<file path="src/rtl/vdp_bridge_pkg.sv">
// shared constants and types; fixed to the 858x525 ntsc 480p raster, no pal timing
`default_nettype none

package vdp_bridge_pkg;

    // ------------------------------
    // raster geometry
    // ------------------------------

    // columns per line, ntsc 480p
    localparam int h_total = 858;
    // lines per frame
    localparam int v_total = 525;
    // where the raster should sit when the vdp starts a frame
    localparam int start_x = 0;
    localparam int start_y = 480;

    // ------------------------------
    // widths
    // ------------------------------

    // vdp colour channel
    localparam int chan6_w = 6;
    // hdmi colour channel
    localparam int chan8_w = 8;
    // raster coordinate, covers 0..857
    localparam int coord_w = 10;
    // vdp coordinate as the core reports it
    localparam int vdp_coord_w = 11;

    typedef logic [chan6_w-1:0] chan6_t;
    typedef logic [chan8_w-1:0] chan8_t;
    typedef logic [coord_w-1:0] coord_t;
    typedef logic [vdp_coord_w-1:0] vdp_coord_t;
    // vdp port number from the mode pins
    typedef logic [1:0] port_sel_t;
    // host data byte
    typedef logic [7:0] byte_t;

    // ------------------------------
    // bundles
    // ------------------------------

    typedef struct packed {
        chan6_t r;
        chan6_t g;
        chan6_t b;
    } vdp_rgb_t;

    typedef struct packed {
        chan8_t r;
        chan8_t g;
        chan8_t b;
    } dvi_rgb_t;

    typedef struct packed {
        coord_t cx;
        coord_t cy;
    } raster_pos_t;

    typedef struct packed {
        vdp_coord_t cx;
        vdp_coord_t cy;
    } vdp_pos_t;

    // register access request towards the vdp, req is a one-cycle pulse
    typedef struct packed {
        logic      req;
        logic      wrt;
        port_sel_t adr;
        byte_t     dbo;
    } cpu_req_t;

    // host port states
    typedef enum logic {
        io_idle,
        io_held
    } io_state_t;

endpackage

`default_nettype wire

</file>
<file path="src/rtl/cpu_port_fsm.sv">
// strobes are sampled unsynchronized; one request per chip-select change, no back-pressure
`timescale 1ns/100ps
`default_nettype none

module cpu_port_fsm (
    input  logic                      clk_w,
    input  logic                      reset_n_w,
    input  logic                      csr_n,
    input  logic                      csw_n,
    input  vdp_bridge_pkg::port_sel_t mode,
    input  vdp_bridge_pkg::byte_t     cdo,
    output vdp_bridge_pkg::cpu_req_t  cpu_req
);

    vdp_bridge_pkg::io_state_t state;
    // chip-select pair seen when the last request was taken
    logic [1:0] cs_latch;
    // current pair, read strobe in the upper bit
    logic [1:0] cs_now;

    assign cs_now = {csr_n, csw_n};

    // ------------------------------
    // control path
    // ------------------------------
    always_ff @(posedge clk_w or negedge reset_n_w) begin
        if (!reset_n_w) begin
            state       <= vdp_bridge_pkg::io_idle;
            cs_latch    <= 2'b11;
            cpu_req.req <= 1'b0;
            cpu_req.wrt <= 1'b0;
            cpu_req.adr <= '0;
            cpu_req.dbo <= '0;
        end else begin
            case (state)
                vdp_bridge_pkg::io_idle: begin
                    // exactly one strobe low means a real access
                    cpu_req.req <= csr_n ^ csw_n;
                    cpu_req.wrt <= ~csw_n;
                    // payload taken with the request
                    cpu_req.adr <= mode;
                    cpu_req.dbo <= cdo;
                    cs_latch    <= cs_now;
                    state       <= vdp_bridge_pkg::io_held;
                end
                default: begin
                    // pulse ends here
                    cpu_req.req <= 1'b0;
                    cpu_req.wrt <= 1'b0;
                    // wait for the host to move the strobes
                    if (cs_latch != cs_now) begin
                        state <= vdp_bridge_pkg::io_idle;
                    end
                end
            endcase
        end
    end

    // a request never lasts longer than one clock
    req_single_cycle: assert property (
        @(posedge clk_w) disable iff (!reset_n_w)
        cpu_req.req |=> !cpu_req.req
    );

endmodule

`default_nettype wire

</file>
<file path="src/rtl/raster_counter.sv">
// ntsc 480p only; resync reloads the start point one clock after it is seen
`timescale 1ns/100ps
`default_nettype none

module raster_counter (
    input  logic                        clk_w,
    input  logic                        reset_n_w,
    input  logic                        resync,
    output vdp_bridge_pkg::raster_pos_t pos
);

    // last column and last line of the frame
    localparam vdp_bridge_pkg::coord_t last_x = vdp_bridge_pkg::coord_t'(vdp_bridge_pkg::h_total - 1);
    localparam vdp_bridge_pkg::coord_t last_y = vdp_bridge_pkg::coord_t'(vdp_bridge_pkg::v_total - 1);

    logic x_wrap;
    logic y_wrap;

    // end of line and end of frame
    assign x_wrap = (pos.cx == last_x);
    assign y_wrap = (pos.cy == last_y);

    // ------------------------------
    // column and row counters
    // ------------------------------
    always_ff @(posedge clk_w or negedge reset_n_w) begin
        if (!reset_n_w) begin
            pos.cx <= vdp_bridge_pkg::coord_t'(vdp_bridge_pkg::start_x);
            pos.cy <= vdp_bridge_pkg::coord_t'(vdp_bridge_pkg::start_y);
        end else if (resync) begin
            // jump to where the vdp expects us
            pos.cx <= vdp_bridge_pkg::coord_t'(vdp_bridge_pkg::start_x);
            pos.cy <= vdp_bridge_pkg::coord_t'(vdp_bridge_pkg::start_y);
        end else if (x_wrap) begin
            pos.cx <= '0;
            // row only moves on a line wrap
            if (y_wrap) begin
                pos.cy <= '0;
            end else begin
                pos.cy <= pos.cy + 1'b1;
            end
        end else begin
            pos.cx <= pos.cx + 1'b1;
        end
    end

    // position stays inside the frame
    pos_in_frame: assert property (
        @(posedge clk_w) disable iff (!reset_n_w)
        (pos.cx < vdp_bridge_pkg::coord_t'(vdp_bridge_pkg::h_total)) &&
        (pos.cy < vdp_bridge_pkg::coord_t'(vdp_bridge_pkg::v_total))
    );

endmodule

`default_nettype wire

</file>
<file path="src/rtl/frame_align_check.sv">
// checks alignment only at vdp (0,0); hdmi_reset also follows the async system reset
`timescale 1ns/100ps
`default_nettype none

module frame_align_check (
    input  logic                        clk_w,
    input  logic                        reset_n_w,
    input  vdp_bridge_pkg::vdp_pos_t    vdp_pos,
    input  logic                        vdp_hdmi_reset,
    input  vdp_bridge_pkg::raster_pos_t pos,
    output logic                        resync,
    output logic                        hdmi_reset
);

    logic vdp_frame_start;
    logic raster_at_start;
    logic misaligned;

    // vdp begins a new frame
    assign vdp_frame_start = (vdp_pos.cx == '0) && (vdp_pos.cy == '0);

    // raster sits at the expected start point
    assign raster_at_start =
        (pos.cx == vdp_bridge_pkg::coord_t'(vdp_bridge_pkg::start_x)) &&
        (pos.cy == vdp_bridge_pkg::coord_t'(vdp_bridge_pkg::start_y));

    assign misaligned = vdp_frame_start && !raster_at_start;

    // ------------------------------
    // resync register
    // ------------------------------
    always_ff @(posedge clk_w or negedge reset_n_w) begin
        if (!reset_n_w) begin
            resync <= 1'b0;
        end else begin
            // vdp video reset passes through, a mismatch forces it
            resync <= vdp_hdmi_reset | misaligned;
        end
    end

    // encoder held in reset by either source
    assign hdmi_reset = resync | ~reset_n_w;

    // a missed frame start always triggers the reload
    misalign_resync: assert property (
        @(posedge clk_w) disable iff (!reset_n_w)
        misaligned |=> resync
    );

endmodule

`default_nettype wire

</file>
<file path="src/rtl/scanline_shader.sv">
// one register stage; darkening is a fixed halving on odd raster rows
`timescale 1ns/100ps
`default_nettype none

module scanline_shader (
    input  logic                        clk_w,
    input  logic                        reset_n_w,
    input  vdp_bridge_pkg::vdp_rgb_t    vdp_rgb,
    input  logic                        scanline_en,
    input  vdp_bridge_pkg::raster_pos_t pos,
    output vdp_bridge_pkg::dvi_rgb_t    dvi_rgb
);

    logic dark;

    // 6 to 8 bit widening, shifted down one bit when dark
    function automatic vdp_bridge_pkg::chan8_t widen(
        input vdp_bridge_pkg::chan6_t c,
        input logic                   dim
    );
        if (dim) begin
            return {1'b0, c, 1'b0};
        end
        return {c, 2'b00};
    endfunction

    // odd rows only
    assign dark = scanline_en && pos.cy[0];

    // ------------------------------
    // output register
    // ------------------------------
    always_ff @(posedge clk_w or negedge reset_n_w) begin
        if (!reset_n_w) begin
            dvi_rgb <= '0;
        end else begin
            dvi_rgb.r <= widen(vdp_rgb.r, dark);
            dvi_rgb.g <= widen(vdp_rgb.g, dark);
            dvi_rgb.b <= widen(vdp_rgb.b, dark);
        end
    end

endmodule

`default_nettype wire

</file>
<file path="src/rtl/vdp_video_bridge.sv">
// glue between vdp and hdmi encoder; request 2 clocks after strobe, colour 1 clock, pos live
`timescale 1ns/100ps
`default_nettype none

module vdp_video_bridge (
    input  logic                        clk_w,
    input  logic                        reset_n_w,
    // host port
    input  logic                        csr_n,
    input  logic                        csw_n,
    input  vdp_bridge_pkg::port_sel_t   mode,
    input  vdp_bridge_pkg::byte_t       cdo,
    // vdp video side
    input  vdp_bridge_pkg::vdp_rgb_t    vdp_rgb,
    input  logic                        scanline_en,
    input  vdp_bridge_pkg::vdp_pos_t    vdp_pos,
    input  logic                        vdp_hdmi_reset,
    // towards vdp core and encoder
    output vdp_bridge_pkg::cpu_req_t    cpu_req,
    output vdp_bridge_pkg::dvi_rgb_t    dvi_rgb,
    output vdp_bridge_pkg::raster_pos_t pos,
    output logic                        hdmi_reset
);

    // reload request from the alignment check to the raster timer
    logic resync;

    // ------------------------------
    // host port
    // ------------------------------
    cpu_port_fsm cpu_port_fsm_inst (
        .clk_w     (clk_w),
        .reset_n_w (reset_n_w),
        .csr_n     (csr_n),
        .csw_n     (csw_n),
        .mode      (mode),
        .cdo       (cdo),
        .cpu_req   (cpu_req)
    );

    // raster timer
    raster_counter raster_counter_inst (
        .clk_w     (clk_w),
        .reset_n_w (reset_n_w),
        .resync    (resync),
        .pos       (pos)
    );

    // frame start vs raster
    frame_align_check frame_align_check_inst (
        .clk_w          (clk_w),
        .reset_n_w      (reset_n_w),
        .vdp_pos        (vdp_pos),
        .vdp_hdmi_reset (vdp_hdmi_reset),
        .pos            (pos),
        .resync         (resync),
        .hdmi_reset     (hdmi_reset)
    );

    // colour path
    scanline_shader scanline_shader_inst (
        .clk_w       (clk_w),
        .reset_n_w   (reset_n_w),
        .vdp_rgb     (vdp_rgb),
        .scanline_en (scanline_en),
        .pos         (pos),
        .dvi_rgb     (dvi_rgb)
    );

endmodule

`default_nettype wire

</file>
<file path="config.mk">
export PLATFORM = sky130hd
export DESIGN_NAME = vdp_video_bridge
export DESIGN_NICKNAME = d
export VERILOG_FILES = /design/src/rtl/vdp_bridge_pkg.sv /design/src/rtl/cpu_port_fsm.sv /design/src/rtl/raster_counter.sv /design/src/rtl/frame_align_check.sv /design/src/rtl/scanline_shader.sv /design/src/rtl/vdp_video_bridge.sv
export SDC_FILE = /design/constraint.sdc
export NUM_CORES = 1
export LEC_CHECK = 0
export BUFFER_PORTS_ARGS = -buffer_cell sky130_fd_sc_hd__buf_2
export CAP_MARGIN = 40
export CORE_ASPECT_RATIO = 2
export CORE_UTILIZATION = 48
export DETAILED_ROUTE_END_ITERATION = 8
export PLACE_DENSITY = 0.8
export SYNTH_ARGS = -nofsm -noshare
export SYNTH_HDL_FRONTEND = slang
export SYNTH_HIERARCHICAL = 1
export SYNTH_SLANG_ARGS = --single-unit
export TNS_END_PERCENT = 5
</file>
<file path="constraint.sdc">
create_clock -name clk_w -period 2.6 [get_ports clk_w]
set_input_delay 0.13 -clock clk_w [delete_from_list [all_inputs] [get_ports clk_w]]
set_output_delay 0.13 -clock clk_w [all_outputs]
set_load 0.05 [all_outputs]
</file>
Word-level counts from Yosys, hierarchy flattened
Index checks and enable logic that the tools add are counted.

operators by class
  add/sub/neg operators = 2
  eq/ne operators = 4
  multiplexer cells = 14
  bitwise operators = 5
  reductions and logical operators = 9

operator list
  cell                                                  count
  2-to-1 mux 8 bit                                      6
  2-to-1 mux 10 bit                                     3
  logical NOT 11 bit                                    2
  adder 10 x 1 -> 10 bit, second input constant         2
  equality test 10 bit, second input constant           2
  2-to-1 mux 20 bit                                     1
  equality test 10 x 9 -> 1 bit, second input constant  1
  logical NOT 10 bit                                    1
  logical AND 1 bit                                     4
  2-to-1 mux 1 bit                                      3
  2-to-1 mux 2 bit                                      1
  inequality test 2 bit                                 1
  NOT 1 bit                                             2
  OR 1 bit                                              2
  nonzero test 2 bit                                    1
  logical NOT 1 bit                                     1
  bitwise XOR 1 bit                                     1

storage, ports and cells
  flip-flop bits (word level) = 60
  input bits = 56
  output and inout bits = 57
  word-level logic and storage cells = 46

Longest topological paths before layout
  depth in word-level cells = 5
  mapped depth = 7

Modules after synthesis
Netlist, hierarchy kept.

modules (own cells, without submodules)
  module             instances  cells each  area an instance (µm²)  sequential area each (µm²)
  raster_counter     1          121         1,104.8                 505.5
  scanline_shader    1          48          809.5                   525.5
  cpu_port_fsm       1          35          609.3                   377.9
  frame_align_check  1          18          133.9                   25.0

Worst setup path after synthesis
Ideal clock, no wire load.

  path kind = flip-flop to flip-flop
  start point = reg raster_counter_inst/pos[10] (netlist name)
  end point = reg raster_counter_inst/pos[8] (netlist name)
  data arrival time = 2.144 ns
  slack = 0.391 ns
  stages on the path, launching flop included = 7
  path buffers = 1
  clock period less this slack = 2.209 ns
  path through = dfrtp_1 ha_1 nand3b_1 or4_1 buf_2 or4_1 nand3_1

between the ends
  word-level cells in the longest chain between the ends = 2

ends and longest elaborated chain
  what                                 line                  text
  equality test 10 bit                 raster_counter.sv:20  assign x_wrap = (pos.cx == last_x);
  nonzero test 2 bit (no source line)  --

No other way between the ends.
A chain may end at the register's enable or synchronous reset.

Final worst setup path
  start point = reg raster_counter_inst/pos[11] (netlist name)
  end point = reg raster_counter_inst/pos[8] (netlist name)

between the ends
  word-level cells in the longest chain between the ends = 2

ends and longest elaborated chain
  what                                 line
  equality test 10 bit                 raster_counter.sv:20
  nonzero test 2 bit (no source line)  --

No other way between the ends.

==> run_results.csv <==
group,metric,value,unit
outcome,status,"finished, final reports clean",
detailed_routing,wl,6180,um
detailed_routing,dr_wl_met2,3480,um
timing,clock.fmax,0.494,GHz
worst_setup_path,worst_setup_path_end_kind,"register",
synthesis,synth_top_area_share,48.0,%
cts,clock_sink_count,57,
worst_setup_path,crit_path_start,"raster_counter_inst/pos[11]$_DFF_PN0_",
synthesis,ys_ff_latch,57,
timing,hold_viol,0,
synthesis,synth_cells,222,
worst_setup_path,path_delay_family,"simple AND/OR/NAND/NOR gates",
worst_setup_path,crit_buf_inv,1,
cts,cts.htree.levels,3,
power,max-vdd-ir-drop,0.000702,V
worst_hold_path,hold_path_class,"primary input to register",
cts,ctsResizeCount,0,
cts,cts_tree,"yes",
cells_and_area,nNetsFinal,400,
timing,finalSetupTns,0,ns
detailed_routing,drtAntennaViolNets,0,
worst_setup_path,rrSetupSlack,0.58,ns
timing,relSlewSlack,47.9,%
synthesis,synth.avg_cell_area,12.0,um2
cells_and_area,nFillCells,464,
detailed_routing,drc,0,
worst_setup_path,startpoint_type,"register",
timing,post-route-min-period,2.02,ns
synthesis,yosysTopAreaCell,"dfrtp_1",
worst_setup_path,path_class,"register to register",
worst_setup_path,critPathSlowestCell,"or4_1",
placed_design,place_ws,0.607,ns
grt,grt_pass1_wl,9310,um
cells_and_area,final_cells,405,
timing,fin_crit_sh,77.9,%
synthesis,seq_area_frac_synth,54.0,%
die,io_pins,113,
cells_and_area,final_layout_size_suffix_gt1_share,48.1,%
worst_setup_path,crit_path_max_fanout,9,
synthesis,synth_async_sr_flop_share,100,%
grt,grt_usage,22.7,%
detailed_routing,firstDrtPassIters,4,
cells_and_area,layout_commonest_cell,"buf_2",
detailed_routing,top_layer_used,"met4",
die,die-area,5860,um2
timing,setup_violations,0,
die,core_area,5370,um2
placed_design,io_buffer_count,109,
placed_design,gp_congestion,0.870,
detailed_routing,num_vias,2224,
synthesis,synth_area_leaders,"dfrtp_1 48%, mux2_4 7.9%, dfstp_2 5.9%",
die,die_width,54.6,um
die,core.rowCount,38,
timing,worst_slack,0.576,ns
worst_setup_path,path_common_cell,"or4_1",
grt,grt_pass1_vias,2101,
placed_design,dp.cells,385,
synthesis,synth_area,2660,um2
power,leakagePower,1.69,nW
worst_setup_path,slowest_delay,0.58,ns
timing,worstMarginPinSlew,0.774,ns
timing,rsz0062_at_grt,"false",
cts,cts-buffers-inserted,9,
cts,clockRootBuffer,"clkbuf_8",
detailed_routing,avgViaCountPerCell,5.49,
cts,insertion_delay,0.34,ns
die,start_util,49.5,%
worst_hold_path,whs_path_depth,2,
synthesis,ys.flop_type,"dfrtp_1",
detailed_routing,wl_per_cell,15.2,um
worst_setup_path,r2r_end,"raster_counter_inst/pos[8]$_DFFE_PN1P_",
worst_setup_path,r2r_start,"raster_counter_inst/pos[11]$_DFF_PN0_",
cts,clkTransAtPathRegs,0.06,ns
synthesis,synth_warnings,6,
detailed_routing,drt_iter0_markers,122,
placed_design,hpwl,4640,um
worst_setup_path,required,2.88,ns
worst_hold_path,worstHoldStart,"cdo[3]",
cts,cts_buffer_depth,2,
cells_and_area,syn2layout_area_growth,30.5,%
cells_and_area,antenna_cells,0,
cells_and_area,final_cell_mix,"109 x buf_2, 51 x dfrtp_1, 14 x mux2_4",
detailed_routing,wl_met1,2120,um
cells_and_area,fin_util,64.6,%
worst_setup_path,critical_path_arrival,2.30,ns
grt,antenna_found_initial,0,
grt,grt_max_degree,58,
detailed_routing,wl_met3,366,um
die,die_h,107,um
timing,skew,0.00495,ns
synthesis,synth_edf_count,0,
worst_hold_path,min_to,"cpu_port_fsm_inst/cpu_req[3]$_DFFE_PN0N_",
power,power_density,808,nW/um2
job,drv_cap,0,
grt,gr-total-overflow,0,
worst_setup_path,path_cells,"inv_1 > ha_1 > nand3b_1 > or4_1 > or4_1 > nand3_1",
worst_setup_path,r2r_cells,6,
timing,report.final.slew_viol_count,0,
synthesis,synth.distinct_cells,44,
==> state kept, by name (all words and copies together), names as in the netlist <==
signal,count
scanline_shader_inst/dvi_rgb,21
frame_align_check_inst/resync,1
cpu_port_fsm_inst/state,1
raster_counter_inst/pos,20
cpu_port_fsm_inst/cpu_req,12
cpu_port_fsm_inst/cs_latch,2
==> what timing repair did <==
| item | CTS | global route |
|---|---|---|
| hold buffers | 4 | 0 |
| buffers inserted | 0 | 0 |
| hold endpoints to repair | 54 | 0 |
==> report_power, final <==
part	total [mW]	internal (mW)	switching, mW
Combinational	0.806	0.283	0.523
Clock	0.861	0.518	0.342
Sequential	1.14	1.03	0.106
Total	2.80	1.83	0.971
==> through the flow <==
step,total power [mW],instance area [um2],hold slack [ns]
floorplan,1.80,2670,-0.166
finish,2.80,3470,0.0256
global placement,1.94,3210,0.334
detailed placement,1.96,3210,0.339
CTS,2.84,3470,0.00354
global route,2.94,3470,0.00855
==> cell usage after synthesis (3+ instances only) <==
cell type and count:
a21oi_1 6, and2_1 3, buf_4 3, dfrtp_1 51
dfstp_2 6, ha_1 4, inv_1 8, mux2_2 13
mux2_4 14, nand2_1 12, nand3_1 12, nand4_1 6
nor2_1 12, nor3_1 3, nor4_1 9, o21ai_0 6
o31ai_1 3, or2_2 3, or3_1 4, or4_1 5
xnor2_1 5, xor2_1 4
==> cell families (layout without fill, tap and decap cells) <==
group / count (synthesis) / count (layout) / share of synthesized area (%)
AOI/OAI and AO/OA: 24 / 24 / 5.79
xor gates and xnor gates: 9 / 9 / 2.97
adders and majority gates: 4 / 4 / 1.88
buffers and inverters: 18 / 139 / 4.43
DFF: 57 / 57 / 54.0
muxes: 27 / 27 / 13.4
other: 1 / 3 / 0.141
and+or+nand+nor: 82 / 82 / 17.4
==> worst max-delay path by stage <==
stage | cells after the start | endpoint | slack (ns)
finish | 6 | raster_counter_inst/pos[8]$_DFFE_PN1P_ | 0.58
global route | 6 | raster_counter_inst/pos[9]$_DFFE_PN0P_ | 0.46
CTS | 6 | raster_counter_inst/pos[8]$_DFFE_PN1P_ | 0.60
detailed placement | 6 | raster_counter_inst/pos[8]$_DFFE_PN1P_ | 0.61
global placement | 6 | raster_counter_inst/pos[8]$_DFFE_PN1P_ | 0.65
floorplan | 6 | raster_counter_inst/pos[8]$_DFFE_PN1P_ | 0.39
==> final cells by class <==
type	count	area [um2]	area share [%]
Sequential cell	57	1430	41.3
Clock inverter	4	50.0	1.44
Clock buffer	12	165	4.76
Tap cell	60	75.1	2.16
Inverter	8	30.0	0.866
Multi-Input combinational cell	149	1110	32.1
Timing Repair Buffer	115	601	17.3
==> layer usage <==
metal  vias to the layer above  track usage [%]
met5                         -                0
met4                         0             14.5
met3                        17             7.66
met2                       102             38.2
met1                      1067             21.9
li1                       1038                -
Note: power is estimated with default switching activity, not from simulation.
